### config.mk
export PLATFORM = sky130hd
export DESIGN_NAME = decoder
export DESIGN_NICKNAME = d
export VERILOG_FILES = /design/src/rvCorePkg.sv /design/src/decoder.sv
export SDC_FILE = /design/constraint.sdc
export NUM_CORES = 1
export LEC_CHECK = 0
export BUFFER_PORTS_ARGS = -buffer_cell sky130_fd_sc_hd__buf_2
export CAP_MARGIN = 20
export CELL_PAD_IN_SITES_DETAIL_PLACEMENT = 0
export CELL_PAD_IN_SITES_GLOBAL_PLACEMENT = 1
export CORE_AREA = 10 10 67 69
export DETAILED_ROUTE_END_ITERATION = 8
export DIE_AREA = 0 0 77 79
export PLACE_DENSITY_LB_ADDON = 0.1
export SETUP_SLACK_MARGIN = 0.1
export SYNTH_ARGS = -nofsm -noshare
export SYNTH_HDL_FRONTEND = slang
export SYNTH_SLANG_ARGS = --single-unit
### constraint.sdc
create_clock -name vclk -period 6.8
set_clock_uncertainty 0.15 [all_clocks]
set_input_delay 1.36 -clock vclk [all_inputs]
set_output_delay 1.36 -clock vclk [all_outputs]
set_load 0.02 [all_outputs]
### src/rvCorePkg.sv
package rvCorePkg;

    localparam int XLEN       = 32;
    localparam int IMEM_DEPTH = 256;              // Words
    localparam int DMEM_DEPTH = 256;              // Words
    localparam int IMEM_AW    = $clog2(IMEM_DEPTH);
    localparam int DMEM_AW    = $clog2(DMEM_DEPTH);

    // BEQ x0, x0, 0 parks the PC on itself
    localparam logic [XLEN-1:0] SELF_BRANCH = 32'h0000_0063;

    // Major opcodes of the supported subset
    typedef enum logic [6:0] {
        OP     = 7'b0110011,                      // ADD SUB AND OR SLT
        OPIMM  = 7'b0010011,                      // ADDI
        LOAD   = 7'b0000011,                      // LW
        STORE  = 7'b0100011,                      // SW
        BRANCH = 7'b1100011                       // BEQ
    } opcodeT;

    typedef enum logic [3:0] {
        ALU_ADD  = 4'd0,
        ALU_SUB  = 4'd1,
        ALU_AND  = 4'd2,
        ALU_OR   = 4'd3,
        ALU_SLT  = 4'd4,
        ALU_PASS = 4'd5                           // Forward operand b
    } aluOpT;

    // Decoded control word
    typedef struct packed {
        logic       regWrite;
        logic       aluSrcImm;                    // Second ALU operand from immediate
        logic       memWrite;
        logic       memToReg;                     // Write back load data
        logic       branch;
        aluOpT      aluOp;
        logic [4:0] rs1;
        logic [4:0] rs2;
        logic [4:0] rd;
    } ctrlT;

    // Program load port
    typedef struct packed {
        logic               valid;
        logic [IMEM_AW-1:0] addr;                 // Word index
        logic [XLEN-1:0]    data;
    } progWriteT;

    // One entry per register write
    typedef struct packed {
        logic            valid;
        logic [4:0]      rd;
        logic [XLEN-1:0] data;
    } retireT;

endpackage

### src/decoder.sv
`timescale 1ns/1ps

module decoder import rvCorePkg::*; (
    input  logic [31:0] instr,
    output ctrlT        ctrl,
    output logic [31:0] imm
);

    opcodeT      opcode;
    logic [2:0]  funct3;
    logic        funct7b5;
    logic [31:0] immI;
    logic [31:0] immS;
    logic [31:0] immB;

    assign opcode   = opcodeT'(instr[6:0]);
    assign funct3   = instr[14:12];
    assign funct7b5 = instr[30];                  // SUB versus ADD

    // Sign-extended immediate formats
    assign immI = {{20{instr[31]}}, instr[31:20]};
    assign immS = {{20{instr[31]}}, instr[31:25], instr[11:7]};
    assign immB = {{19{instr[31]}}, instr[31], instr[7], instr[30:25], instr[11:8], 1'b0};

    always_comb begin
        ctrl           = '0;
        ctrl.aluOp     = ALU_ADD;
        ctrl.rs1       = instr[19:15];
        ctrl.rs2       = instr[24:20];
        ctrl.rd        = instr[11:7];
        imm            = '0;

        case (opcode)
            OP: begin
                ctrl.regWrite = 1'b1;
                case ({funct7b5, funct3})
                    4'b0_000: ctrl.aluOp = ALU_ADD;
                    4'b1_000: ctrl.aluOp = ALU_SUB;
                    4'b0_111: ctrl.aluOp = ALU_AND;
                    4'b0_110: ctrl.aluOp = ALU_OR;
                    4'b0_010: ctrl.aluOp = ALU_SLT;
                    default:  ctrl.regWrite = 1'b0;   // Unsupported R-type
                endcase
            end
            OPIMM: begin
                if (funct3 == 3'b000) begin           // ADDI only
                    ctrl.regWrite  = 1'b1;
                    ctrl.aluSrcImm = 1'b1;
                    imm            = immI;
                end
            end
            LOAD: begin
                if (funct3 == 3'b010) begin           // LW
                    ctrl.regWrite  = 1'b1;
                    ctrl.aluSrcImm = 1'b1;
                    ctrl.memToReg  = 1'b1;
                    imm            = immI;
                end
            end
            STORE: begin
                if (funct3 == 3'b010) begin           // SW
                    ctrl.memWrite  = 1'b1;
                    ctrl.aluSrcImm = 1'b1;
                    imm            = immS;
                end
            end
            BRANCH: begin
                if (funct3 == 3'b000) begin           // BEQ compares by subtraction
                    ctrl.branch = 1'b1;
                    ctrl.aluOp  = ALU_SUB;
                    imm         = immB;
                end
            end
            default: ;
        endcase
    end

endmodule

==> metrics.yaml <==
timing:
  slew_violations: 0
  finalSetupViolCount: 0
  period_share_pct: 72.1
  rsz0062_at_grt: "no"
  min_period_ns: 4.90
  worst_slew_pin_slew_ns: 0.607
  fmax_mhz: 204
  hold_viol: 0
  relSlewSlack_pct: 59.3
  fin_tns_setup_ns: 0
layout:
  nClkBuffers: 0
  fillers: 382
  syn2layout_area_growth_pct: 22.7
  final_common_cell: "buf_2"
  final_cell_area_um2: 838
  n_sequential_cell: 0
  fin_nets: 162
  final_cell_mix: "77 x buf_2, 9 x and3_1, 5 x a32o_1"
  regArea_um2: 0
  antenna_cells: 0
  drive_above_1_share_pct: 65.6
setup_path:
  crit_path_start_kind: "input pin"
  arrival_ns: 3.39
  worstSetupPathType: "input pin to output port"
  worstPathMaxFanout: 20
  cp.required_ns: 5.29
  cp-end-kind: "output port"
floorplanning:
  dieHeight_um: 79
  start_util_pct: 21.1
  die_area_um2: 6080
  rows: 21
  core_area_um2: 3230
  top_level_ports: 88
  fp.dieW_um: 77
route:
  routed_wl_um: 2670
  drc: 0
  via_count: 720
  ant_nets: 0
  dr.pass1.iters: 4
  vias_per_cell: 4.14
  wl_per_cell_um: 15.3
  drt-initial-drc-count: 31
global_routing:
  grt_pass1_wl_um: 4080
  antenna_found_initial: 0
  grt_overflow: 0
  grt_usage_pct: 7.72
  grt_max_degree: 21
  grt_pass1_vias: 784
flow_run:
  maxCapViolCount: 0
hold_path:
  hold_start: "instr[16]"
  worst_hold_path_type: "input pin to output port"
  hold_path_depth: 0
  hold_end: "ctrl[11]"
placed_design:
  hpwl_um: 2400
  placed_area_um2: 838
  buffer_ports.inserted: 77
  gp_congestion: 0.676
yosys:
  synth.cell_area_um2: 683
  ys_types: 32
  yosys-top-cells-area: "buf_4 38%, and3_1 8.2%, a32o_1 7.3%"
  ys_seq_area_share_pct: 0
  synth_nets: 122
  synthCells: 90
  yosysTopAreaCellShare_pct: 38.5
  yosys_warnings: 0
  postSynthAreaPerCell_um2: 7.59
  yosysTopAreaCell: "buf_4"
pwr:
  comb_power_share_pct: 100.0
  leakage_nw: 0.545
  power.internal_mw: 0.0128
  power.density_nw_per_um2: 37.5
  pwr-share-seq_pct: 0
  clkPwrFrac_pct: 0
  p_switching_mw: 0.0186
  swShare_pct: 59.3
  vdd_drop_max_uv: 11.2
cts:
  postCtsSetupBuffers: 0
  cts_resized: 0
  ctsHoldBuffers: 0
outcome:
  status: "completed"
==> worst max-delay path by stage <==
stage / cells after the start / from / end / slack [ns]
after floorplan: 5 / instr[2] / imm[13] / 2.32
after CTS: 5 / instr[2] / imm[15] / 1.85
final: 5 / instr[2] / imm[20] / 1.90
after global placement: 5 / instr[2] / imm[19] / 1.98
after detailed placement: 5 / instr[2] / imm[15] / 1.86
after global routing: 5 / instr[2] / imm[25] / 1.57
==> layout make-up <==
class                           instances  area (um2)  share of cell area, %
Timing Repair Buffer                   77         385                   46.0
Multi-Input combinational cell         48         384                   45.8
Tap cell                               46        57.6                   6.87
Inverter                                3        11.3                   1.34
==> cell families after synthesis <==
| logic type | Yosys count | synth area share [%] |
|---|---|---|
| multiplexers | 2 | 3.11 |
| buffers and inverters | 42 | 43.8 |
| AND/OR/NAND/NOR | 33 | 36.6 |
| other | 1 | 0.549 |
| AO/OA/AOI/OAI | 10 | 13.4 |
| XOR/XNOR | 2 | 2.56 |
==> per-layer routing <==
layer	vias up	part of all wire (%)	global-route usage (%)
li1	362	-	-
met1	317	39	8.54
met2	41	48	13.6
met3	0	13	4.28
met4	0	0	0
met5	-	0	0
==> synth_stat cells, types with 2 or more instances <==
| cell type | count |
|---|---|
| nor3_1 | 3 |
| nor2b_1 | 2 |
| inv_1 | 3 |
| nand2_1 | 2 |
| buf_4 | 35 |
| nor3b_1 | 4 |
| nor4_4 | 2 |
| nor2_1 | 2 |
| a32o_1 | 5 |
| buf_2 | 2 |
| and3_1 | 9 |
==> worst max-delay path, cell delays in order <==
cell and delay, ns:
buf_2 0.09, nand4bb_1 0.50, nor3_1 0.64, and3_1 0.54
buf_2 0.25
==> power groups by stage <==
stage          Combinational, mW  Clock [mW]  Sequential (mW)
3_5_place_dp              0.0320           0                0
2_1_floorplan             0.0269           0                0
6_report                  0.0315           0                0
3_3_place_gp              0.0320           0                0
5_1_grt                   0.0350           0                0
4_1_cts                   0.0321           0                0
==> metrics by stage <==
step	total power, mW	setup slack (ns)	utilization [%]	hold WS (ns)	cells
3_3_place_gp	0.0320	1.98	25.9	2.57	174
5_1_grt	0.0350	1.57	25.9	2.57	174
4_1_cts	0.0321	1.85	25.9	2.57	174
2_1_floorplan	0.0269	2.32	-	2.68	90
3_5_place_dp	0.0320	1.86	25.9	2.57	174
6_report	0.0315	1.90	25.9	2.57	174
(Power assumes the default switching activity.)
