### src/rvCorePkg.sv
package rvCorePkg;

    localparam int XLEN       = 32;
    localparam int IMEM_DEPTH = 256;              // Words
    localparam int DMEM_DEPTH = 256;              // Words
    localparam int IMEM_AW    = $clog2(IMEM_DEPTH);
    localparam int DMEM_AW    = $clog2(DMEM_DEPTH);

    // BEQ x0, x0, 0 parks the PC on itself
    localparam logic [XLEN-1:0] SELF_BRANCH = 32'h0000_0063;

    // Major opcodes of the supported subset
    typedef enum logic [6:0] {
        OP     = 7'b0110011,                      // ADD SUB AND OR SLT
        OPIMM  = 7'b0010011,                      // ADDI
        LOAD   = 7'b0000011,                      // LW
        STORE  = 7'b0100011,                      // SW
        BRANCH = 7'b1100011                       // BEQ
    } opcodeT;

    typedef enum logic [3:0] {
        ALU_ADD  = 4'd0,
        ALU_SUB  = 4'd1,
        ALU_AND  = 4'd2,
        ALU_OR   = 4'd3,
        ALU_SLT  = 4'd4,
        ALU_PASS = 4'd5                           // Forward operand b
    } aluOpT;

    // Decoded control word
    typedef struct packed {
        logic       regWrite;
        logic       aluSrcImm;                    // Second ALU operand from immediate
        logic       memWrite;
        logic       memToReg;                     // Write back load data
        logic       branch;
        aluOpT      aluOp;
        logic [4:0] rs1;
        logic [4:0] rs2;
        logic [4:0] rd;
    } ctrlT;

    // Program load port
    typedef struct packed {
        logic               valid;
        logic [IMEM_AW-1:0] addr;                 // Word index
        logic [XLEN-1:0]    data;
    } progWriteT;

    // One entry per register write
    typedef struct packed {
        logic            valid;
        logic [4:0]      rd;
        logic [XLEN-1:0] data;
    } retireT;

endpackage

### src/registerFile.sv
`timescale 1ns/1ps

module registerFile import rvCorePkg::*; (
    input  logic            CLK,
    input  logic            reset,
    input  logic [4:0]      rs1,
    input  logic [4:0]      rs2,
    input  logic [4:0]      rd,
    input  logic            writeEnable,
    input  logic [XLEN-1:0] writeData,
    output logic [XLEN-1:0] readData1,
    output logic [XLEN-1:0] readData2
);

    logic [XLEN-1:0] regs [32];

    always_ff @(posedge CLK) begin
        if (reset) begin
            for (int i = 0; i < 32; i++) begin
                regs[i] <= '0;
            end
        end else if (writeEnable && rd != 5'd0) begin
            regs[rd] <= writeData;                // x0 stays untouched
        end
    end

    // Asynchronous reads, x0 forced to zero
    assign readData1 = (rs1 == 5'd0) ? '0 : regs[rs1];
    assign readData2 = (rs2 == 5'd0) ? '0 : regs[rs2];

endmodule

### config.mk
export PLATFORM = sky130hd
export DESIGN_NAME = registerFile
export DESIGN_NICKNAME = d
export VERILOG_FILES = /design/src/rvCorePkg.sv /design/src/registerFile.sv
export SDC_FILE = /design/constraint.sdc
export NUM_CORES = 2
export LEC_CHECK = 0
export ABC_AREA = 1
export BUFFER_PORTS_ARGS = -buffer_cell sky130_fd_sc_hd__buf_2
export CORE_MARGIN = 5
export CORE_UTILIZATION = 40
export CTS_CLUSTER_DIAMETER = 200
export DETAILED_ROUTE_END_ITERATION = 8
export SLEW_MARGIN = 15
export SYNTH_ARGS = -nofsm -noshare
export SYNTH_HDL_FRONTEND = slang
export SYNTH_SLANG_ARGS = --single-unit
export TNS_END_PERCENT = 5
### constraint.sdc
create_clock -name CLK -period 2.79 [get_ports CLK]
set_input_delay 0.279 -clock CLK [delete_from_list [all_inputs] [get_ports CLK]]
set_output_delay 0.279 -clock CLK [all_outputs]
set_load 0.05 [all_outputs]
==> flow_metrics.py <==
metrics = {
    "placed_design": {
        "place_congestion": 0.929,
        "dp_hpwl_mm": 140,
        "placement.io_buffers": 113,
        "detailedPlace.worstSlack_ns": 0.157,
    },
    "cells_and_area": {
        "area_growth_syn_to_layout_pct": 14.6,
        "max_flop_register": "regs",
        "largestRegisters": "regs: 1024 flops",
        "num-nets-final": 7266,
        "n_fill_cell": 13500,
        "layout_common_cells": "nand2_1 (2018), nor2_1 (1783), edfxtp_1 (1024), nand3_1 (982), o21ai_0 (396)",
        "mostFrequentLayoutCell": "nand2_1",
        "largest_reg_flops": 1024,
        "util_after_layout": 0.459,
        "area.sequential_mm2": 0.0307,
        "area_of_the_multi_input_gates_mm2": 0.0228,
        "layout-drive-gt1-share": 0.0937,
    },
    "timing": {
        "worst_slew_margin_rel": 0.231,
        "endpoints_failing_hold": 0,
        "post-route-period-util": 0.993,
        "timing_worst_slew_pin_value_ns": 1.15,
        "final-max-slew-violation-count": 0,
        "final_critical_path_setup_slack_ns": 0.0194,
        "fmax_ghz": 0.361,
        "period_needed_ns": 2.77,
        "hold_ws_ns": 0.141,
        "totalNegativeSetupSlack_ns": 0,
        "setup_viol": 0,
        "grt_setup_unrepaired": "no",
    },
    "power_and_ir_drop": {
        "power-per-cell-area_mw_per_mm2": 609,
        "netSwitchingPower_uw": 11300,
        "part_of_the_total_power_dissipated_in_the_clock_network": 0.384,
        "totalPowerFinal_uw": 39400,
        "power.share.sequential": 0.462,
        "p_int_uw": 28200,
        "power.leakage_uw": 0.0268,
        "netSwitchingFraction": 0.286,
        "power_frac_comb": 0.154,
        "vdd.ir_drop.worst_mv": 0.489,
    },
    "cts": {
        "cts_num_sinks": 1024,
        "number_of_buffers_created_by_cts": 110,
        "ctsHtreeMaxLevel": 3,
        "cts.root.buffer_cell": "clkbuf_16",
        "path_clk_slew_ns": 0.06,
        "post_cts_setup_buffers": 0,
        "max-clock-path-buffers": 3,
        "cts_tree": "done",
    },
    "floorplan": {
        "start_util": 0.401,
        "io-pin-count": 114,
        "core.rowCount": 138,
        "coreArea_mm2": 0.141,
        "dieWidth_um": 386,
        "die_height_um": 386,
        "floorplan.die_area_mm2": 0.149,
    },
    "grt": {
        "grt_start_max_net_pins": 93,
        "grt_remaining_overflow": 0,
        "number_of_global_route_vias_before_repair": 50500,
        "antenna_violations_before_repair": 9,
        "grt_use_total": 0.308,
        "first_pass_grt_wire_length_mm": 340,
    },
    "worst_setup_path": {
        "path_max_fanout": 2,
        "timing.critical_path.required_ns": 2.51,
        "startpoint_type": "register",
        "endpoint_kind": "output port",
        "worstSetupStartpoint": "regs[10][2]",
        "critPathArrivalTime_ns": 2.49,
        "worst-setup-path-type": "reg -> out",
        "critical_path.endpoint": "readData2[2]",
    },
    "logic_synthesis": {
        "ys_seq_elements": 1024,
        "synth_top_cell_area_share": 0.544,
        "netlist.top_cell.by_area": "edfxtp_1",
        "mappedNetlistArea_mm2": 0.0565,
        "synth.top_cells.by_area": "edfxtp_1 (54%), nand2_1 (14%), nor2_1 (12%)",
        "synth_seq_area_share": 0.544,
        "post_synth_inst_count": 7252,
        "post_synth_num_cell_types": 19,
        "syn-mean-instance-area_um2": 7.79,
        "synth_warnings": 0,
    },
    "routing": {
        "route.antenna.remaining_nets": 0,
        "vias": 54200,
        "route.detailed.drc": 0,
        "drtPass1Iterations": 9,
        "detail_route.wl_per_cell_um": 25.6,
        "routed_wl_mm": 236,
        "drt_iter0_drc": 8514,
        "drt-vias-per-instance": 5.90,
    },
    "worst_hold_path": {
        "hold_path_class": "in -> reg",
    },
    "run": {
        "max-cap-violations": 0,
    },
    "outcome": {
        "outcome": "completed",
    },
}
==> kinds of logic (layout without fill, tap and decap cells) <==
| kind of cell | Yosys count | in the layout | share of synthesized area |
|---|---|---|---|
| DFF | 1024 | 1024 | 0.544 |
| other | 1 | 37 | 0.0000663 |
| buffers and inverters | 783 | 801 | 0.0586 |
| AOI/OAI and AO/OA | 582 | 582 | 0.0525 |
| and+or+nand+nor | 4862 | 4862 | 0.345 |
==> critical path, cell delays in order, from the launching register on <==
cell and delay (ns):
edfxtp_1 0.38, nor2_1 0.05, nor2_1 0.08, o21ai_0 0.08
nand3_1 0.09, nand3_1 0.18, nand2_1 0.26, nand2_1 0.11
nor2_1 0.22, clkbuf_4 0.29
==> through the flow <==
| stage | instance area [µm²] | std cells |
|---|---|---|
| global placement | 61100 | 8994 |
| global route | 64700 | 9191 |
| detailed placement | 61100 | 8994 |
| floorplan | 56600 | 7283 |
| CTS | 64700 | 9191 |
| finish | 64800 | 9196 |
==> synthesized netlist by cell type (all sizes together) <==
cell type,instances
o21ai,437
nor3,8
nand3,984
nor2,1787
clkinv,3
a21oi,123
nand4,1
conb,1
nand2,2082
edfxtp,1024
o211ai,22
buf,328
clkbuf,299
inv,153
==> worst min path at each step <==
stage / startpoint / cells after the start / to / slack, ns
after detailed placement: writeData[11] / 4 / regs[22][11] / 0.88
after global routing: writeData[9] / 4 / regs[4][9] / 0.16
after floorplan: writeData[31] / 2 / regs[1][31] / 0.52
after global placement: writeData[8] / 4 / regs[26][8] / 0.87
final: writeData[31] / 4 / regs[15][31] / 0.14
after CTS: writeData[9] / 4 / regs[6][9] / 0.10
==> per-layer routing <==
| metal | up-vias | share of wire | wire, µm | track usage |
|---|---|---|---|---|
| li1 | 23700 | - | - | - |
| met1 | 25600 | 0.37 | 87400 | 0.405 |
| met2 | 4138 | 0.43 | 101000 | 0.465 |
| met3 | 810 | 0.13 | 31000 | 0.0732 |
| met4 | 6 | 0.068 | 15900 | 0.179 |
| met5 | - | 0.00013 | 30 | 0 |
==> power groups by stage <==
stage               combinational [µW]  sequential (µW)  clock, µW
finish                            6070            18200      15100
global route                      6440            18300      15800
CTS                               5920            18200      15200
detailed placement                5900            18500          0
global placement                  5850            18500          0
floorplan                         3490            18400          0
==> final cells by class <==
class | count | share of cell area
repair buffers | 448 | 0.0716
multi-input cells | 5476 | 0.352
well taps | 1890 | 0.0365
clock inverters | 67 | 0.0113
flip-flops and latches | 1024 | 0.475
inverters | 156 | 0.00962
clock buffers | 130 | 0.0443
diodes | 5 | 0.000193
==> timing repair <==
item / 4_1_cts / 5_1_grt
gates resized for setup: 0 / 9
hold buffers: 0 / 0
endpoints found under the setup margin: 0 / 5
(Power assumes the default switching activity.)
