File: src/rvCorePkg.sv
package rvCorePkg;

    localparam int XLEN       = 32;
    localparam int IMEM_DEPTH = 256;              // Words
    localparam int DMEM_DEPTH = 256;              // Words
    localparam int IMEM_AW    = $clog2(IMEM_DEPTH);
    localparam int DMEM_AW    = $clog2(DMEM_DEPTH);

    // BEQ x0, x0, 0 parks the PC on itself
    localparam logic [XLEN-1:0] SELF_BRANCH = 32'h0000_0063;

    // Major opcodes of the supported subset
    typedef enum logic [6:0] {
        OP     = 7'b0110011,                      // ADD SUB AND OR SLT
        OPIMM  = 7'b0010011,                      // ADDI
        LOAD   = 7'b0000011,                      // LW
        STORE  = 7'b0100011,                      // SW
        BRANCH = 7'b1100011                       // BEQ
    } opcodeT;

    typedef enum logic [3:0] {
        ALU_ADD  = 4'd0,
        ALU_SUB  = 4'd1,
        ALU_AND  = 4'd2,
        ALU_OR   = 4'd3,
        ALU_SLT  = 4'd4,
        ALU_PASS = 4'd5                           // Forward operand b
    } aluOpT;

    // Decoded control word
    typedef struct packed {
        logic       regWrite;
        logic       aluSrcImm;                    // Second ALU operand from immediate
        logic       memWrite;
        logic       memToReg;                     // Write back load data
        logic       branch;
        aluOpT      aluOp;
        logic [4:0] rs1;
        logic [4:0] rs2;
        logic [4:0] rd;
    } ctrlT;

    // Program load port
    typedef struct packed {
        logic               valid;
        logic [IMEM_AW-1:0] addr;                 // Word index
        logic [XLEN-1:0]    data;
    } progWriteT;

    // One entry per register write
    typedef struct packed {
        logic            valid;
        logic [4:0]      rd;
        logic [XLEN-1:0] data;
    } retireT;

endpackage

File: src/alu.sv
`timescale 1ns/1ps

module alu import rvCorePkg::*; (
    input  logic [31:0] a,
    input  logic [31:0] b,
    input  aluOpT       op,
    output logic [31:0] result,
    output logic        zero
);

    logic lessSigned;

    assign lessSigned = $signed(a) < $signed(b);

    always_comb begin
        case (op)
            ALU_ADD:  result = a + b;
            ALU_SUB:  result = a - b;
            ALU_AND:  result = a & b;
            ALU_OR:   result = a | b;
            ALU_SLT:  result = {{(XLEN-1){1'b0}}, lessSigned};
            ALU_PASS: result = b;
            default:  result = '0;
        endcase
    end

    // Equality test for BEQ
    assign zero = (result == '0);

endmodule

File: config.mk
export PLATFORM = sky130hd
export DESIGN_NAME = alu
export DESIGN_NICKNAME = d
export VERILOG_FILES = /design/src/rvCorePkg.sv /design/src/alu.sv
export SDC_FILE = /design/constraint.sdc
export NUM_CORES = 1
export LEC_CHECK = 0
export ABC_CLOCK_PERIOD_IN_PS = 3500
export BUFFER_PORTS_ARGS = -buffer_cell sky130_fd_sc_hd__buf_2
export CAP_MARGIN = 10
export CORE_ASPECT_RATIO = 0.5
export CORE_UTILIZATION = 54
export DETAILED_ROUTE_END_ITERATION = 7
export GPL_TIMING_DRIVEN = 1
export PLACE_DENSITY = 0.82
export SLEW_MARGIN = 20
export SYNTH_ARGS = -nofsm -noshare
export SYNTH_HDL_FRONTEND = slang
export SYNTH_SLANG_ARGS = --single-unit
File: constraint.sdc
create_clock -name vclk -period 3.5
set_clock_uncertainty 0.2 [all_clocks]
set_input_delay 0.35 -clock vclk [all_inputs]
set_output_delay 0.35 -clock vclk [all_outputs]
set_load 0.01 [all_outputs]
==> key figures, run 1 <==
Synthesis
  – Mapped Nets: 946
  – Synth top area cells: ha_1 (25%), inv_1 (6.9%), a21oi_1 (6.3%), nor2_1 (6.3%), o21ai_0 (6.1%)
  – Avg Cell Area, Syn: 6.51 um^2
  – Simple-gate portion of the synthesized area: 0.230
  – Register area share after synthesis: 0
  – Post-Synth XOR/XNOR Area: 0.0520
  – Netlist cell types: 68
  – Total number of yosys warnings: 0
  – Post-synthesis adder-cell area fraction: 0.256
  – Post-synthesis mux area share: 0.00396
  – Leading area contributor after synthesis: ha_1
  – Post-synthesis compound-gate area fraction: 0.353
  – Largest family of logic cells by synthesized area: compound AO/OA/AOI/OAI gates
  – Synth top area share: 0.248
  – Synth Instances: 776
  – Synthesized area: 5050 um^2

Place
  – Routability-driven placement congestion ratio: 1.21
  – DP Wirelength: 20900 um
  – Place WS: -1070 ps
  – Dpl cells: 1249
  – IO buf count: 101

Clock network
  – CTS hold repair buffers: 0

Global routing
  – Number of global-route vias before repair: 10.8k
  – Congestion Overflow GR: 184
  – Largest net degree at the start of global routing: 24
  – Tot GR Track Use: 0.831
  – First-pass GRT wire length: 62900 um

Floorplan
  – I/O Pins: 101
  – Row Count: 24
  – Die Ht: 70.4 um
  – Initial Util: 0.568
  – Chip width: 139 um

Run status
  – Status: did not finish
  – Failed at: global routing
  – Stop err: [ERROR GRT-0116] Global routing finished with congestion. Check the congestion regions in the DRC Viewer.
## stage by stage
stage	hold slack (ps)	setup TNS (ps)	area, um^2	utilization
2_1_floorplan	693	-441	5060	-
3_3_place_gp	920	-2180	7790	0.876
3_5_place_dp	940	-5500	7790	0.876
4_1_cts	940	-1300	8390	0.943
## metal layers
metal | overflow | GRT usage
met5 | 0 | 0.174
met4 | 60 | 0.938
met3 | 3 | 0.656
met2 | 119 | 1.04
met1 | 2 | 0.802
## cells by family after synthesis
kind of cell,count (synthesis)
AOI/OAI and AO/OA,269
and+or+nand+nor,235
buffers and inverters,138
adders and majority gates,102
xor gates and xnor gates,30
muxes,2
## synthesized netlist by cell type (all sizes together) (9+ instances only)
master	number
a21oi	64
a221oi	30
a22oi	9
a31oi	12
and3	9
buf	11
clkbuf	31
ha	100
inv	96
nand2	44
nand3	17
nor2	85
nor2b	10
nor3	26
o211ai	13
o21ai	69
o21bai	9
xnor2	26
## what timing repair did
| item | in CTS |
|---|---|
| gates cloned | 0 |
| setup endpoints to repair | 19 |
| setup buffers | 15 |
| pin swaps | 23 |
| endpoints found under the hold margin | 0 |
| resized for setup | 113 |
==> run 2, diff against run 1 <==
==> config.mk (replaced) <==
export PLATFORM = sky130hd
export DESIGN_NAME = alu
export DESIGN_NICKNAME = d
export VERILOG_FILES = /design/src/rvCorePkg.sv /design/src/alu.sv
export SDC_FILE = /design/constraint.sdc
export NUM_CORES = 1
export LEC_CHECK = 0
export ABC_CLOCK_PERIOD_IN_PS = 4500
export BUFFER_PORTS_ARGS = -buffer_cell sky130_fd_sc_hd__buf_2
export CAP_MARGIN = 10
export CORE_UTILIZATION = 40
export DETAILED_ROUTE_END_ITERATION = 7
export GPL_TIMING_DRIVEN = 1
export PLACE_DENSITY_LB_ADDON = 0.15
export SLEW_MARGIN = 20
export SYNTH_ARGS = -nofsm -noshare
export SYNTH_HDL_FRONTEND = slang
export SYNTH_SLANG_ARGS = --single-unit
==> constraint.sdc (replaced) <==
create_clock -name vclk -period 4.5
set_clock_uncertainty 0.2 [all_clocks]
set_input_delay 0.45 -clock vclk [all_inputs]
set_output_delay 0.45 -clock vclk [all_outputs]
set_load 0.01 [all_outputs]
==> key figures, run 2 <==
Synthesis
  – Synth Instances: 776 (unchanged)
  – Leading area contributor after synthesis: ha_1
  – Post-synthesis adder-cell area fraction: 0.256 (unchanged)
  – Post-Synth XOR/XNOR Area: 0.0520 (unchanged)
  – Post-synthesis compound-gate area fraction: 0.353 (unchanged)
  – Netlist cell types: 68 (unchanged)
  – Simple-gate portion of the synthesized area: 0.230 (unchanged)
  – Synth top area share: 0.248 (unchanged)
  – Synthesized area: 5050 um^2 (unchanged)
  – Register area share after synthesis: 0 (unchanged)
  – Count leader, synth: ha_1
  – Largest family of logic cells by synthesized area: compound AO/OA/AOI/OAI gates
  – Post-synth top cells: ha_1 (100), inv_1 (93), nor2_1 (85)
  – Synth top area cells: ha_1 (25%), inv_1 (6.9%), a21oi_1 (6.3%), nor2_1 (6.3%), o21ai_0 (6.1%)
  – Post-synthesis mux area share: 0.00396 (unchanged)
  – Total number of yosys warnings: 0 (unchanged)
  – Mapped Nets: 946 (unchanged)
  – Avg Cell Area, Syn: 6.51 um^2 (unchanged)

Drt
  – Drt via density: 5.80
  – DR DRC count: 0
  – Vias: 6556
  – DRT Pass-1 Iters: 5
  – DR iter-0 viols: 475
  – Antenna-violating nets left: 0
  – DR WL/cell: 18.4 um
  – Post-Route WL: 20900 um

Layout
  – FF+latch count: 0
  – Final-layout fill cell count: 1247
  – Final core occ: 0.558
  – Area grow syn2layout: 34.4%
  – Clock buffer cells: 0
  – Most frequent cells in the layout: buf_4 (129), buf_2 (99), ha_1 (93)
  – Share of post-route cells with drive strength above 1: 0.291
  – Storage cell area: 0 um^2
  – # diodes: 0
  – Nets: 1135
  – Post-Layout Cell Count: 1131
  – Commonest non-fill, non-tap cell in the layout: buf_4

Place
  – Place WS: -95.5 ps (+976 ps)
  – DP Wirelength: 17200 um (-18%)
  – Dpl cells: 1125 (-9.9%)
  – IO buf count: 101 (unchanged)
  – Routability-driven placement congestion ratio: 0.991 (-18%)

Pwr
  – Lkg Pwr: 3.39 nW
  – Comb pwr share: 1.000
  – Switching share of power: 0.565
  – P per Cell Area: 129 nW/um^2
  – Clock share of power: 0
  – Seq pwr share: 0
  – Sw Pwr: 0.494 mW
  – Max IR drop VDD: 59.7 uV
  – Pint: 0.381 mW

Run status
  – Status: finished, final reports clean

Global routing
  – First-pass GRT wire length: 32500 um
  – Initial antenna violation count: 0
  – Largest net degree at the start of global routing: 29
  – Number of global-route vias before repair: 6323
  – Tot GR Track Use: 0.313
  – Congestion Overflow GR: 0

Timing
  – Setup TNS: 0 ps
  – Worst-margin pin slew: 726 ps
  – Final Hold Vio Count: 0
  – Final worst slack: 43.0 ps
  – Final setup vio count: 0
  – Max Clk Rate: 0.224 GHz
  – Post-layout min period: 4460 ps
  – Period utilization: 0.990
  – Unrepaired setup endpoints after global routing: yes
  – Slew Viols, Final: 0
  – Final hold slack: 1110 ps
  – Max transition margin: 0.516

Setup path
  – CP max-delay cell: or4_4
  – Arrival time at the worst endpoint: 3810 ps
  – Critical path's largest stage delay: 570 ps
  – Worst Path Max Fanout: 5
  – Critical Path End Type: output pin
  – Family with the most delay on the worst path: simple AND/OR/NAND/NOR gates
  – Worst Path Buf+Inv: 3
  – Startpoint types: input pin
  – Crit-path cells: buf_2 -> inv_1 -> ha_4 -> or4_4 -> nor4_4 -> o21ai_2 -> a31o_1 -> or4_1 -> a221o_1 -> nand2b_4 -> or4_4 -> nor4_2 -> nor2b_1 -> buf_2
  – Critical Path RT: 3850 ps
  – Crit Path Category: in2out

Clock network
  – CTS hold repair buffers: 0 (unchanged)

Floorplan
  – Core area: 12200 um^2
  – Full die area: 13100 um^2
  – I/O Pins: 101 (unchanged)
  – Initial Util: 0.415 (-0.153)
  – Row Count: 40 (+67%)
  – Chip width: 114 um (-18%)
  – Die Ht: 114 um (+62%)

Worst hold path
  – HP Class: in2out

Run
  – Max-cap viol count: 0
[run 2: final cells by class]
class,instances,area (um^2),share of cell area
Multi-Input combinational cell,638,4740,0.698
Tap cell,168,210,0.0310
Timing Repair Buffer,229,1480,0.217
Inverter,96,363,0.0534
[run 2: worst paths after layout]
check              from  slack (ps)         end  depth (start not counted)
hold / removal    b[22]        1110  result[22]                          4
setup / recovery  a[17]          40        zero                         14
[run 2: power by group through the flow]
stage | Clock (mW) | Combinational [mW] | Sequential, mW
after floorplan | 0 | 0.470 | 0
after global placement | 0 | 0.809 | 0
after detailed placement | 0 | 0.814 | 0
after CTS | 0 | 0.832 | 0
after global routing | 0 | 0.949 | 0
final | 0 | 0.875 | 0
[run 2: kinds of logic after synthesis]
kind of cell,Yosys count
AOI/OAI and AO/OA,269
xor gates and xnor gates,30
adders and majority gates,102
buffers and inverters,138
muxes,2
and+or+nand+nor,235
[run 2: repair_timing]
action | 4_1_cts | 5_1_grt
pin swaps | 5 | 18
gates resized for setup | 12 | 38
setup endpoints to repair | 1 | 1
buffers inserted | 1 | 5
[run 2: routing by layer]
metal	wire, um	share of wire	global-route usage
met2	10300	0.50	0.579
met4	677	0.032	0.0970
met1	8910	0.43	0.389
met3	935	0.045	0.0101
met5	0	0	0
[run 2: metrics by stage]
step	total power, mW	cell area (um^2)
finish	0.875	6790
CTS	0.832	6590
global placement	0.809	6520
global route	0.949	6790
floorplan	0.470	5050
detailed placement	0.814	6520
(Power assumes the default switching activity.)
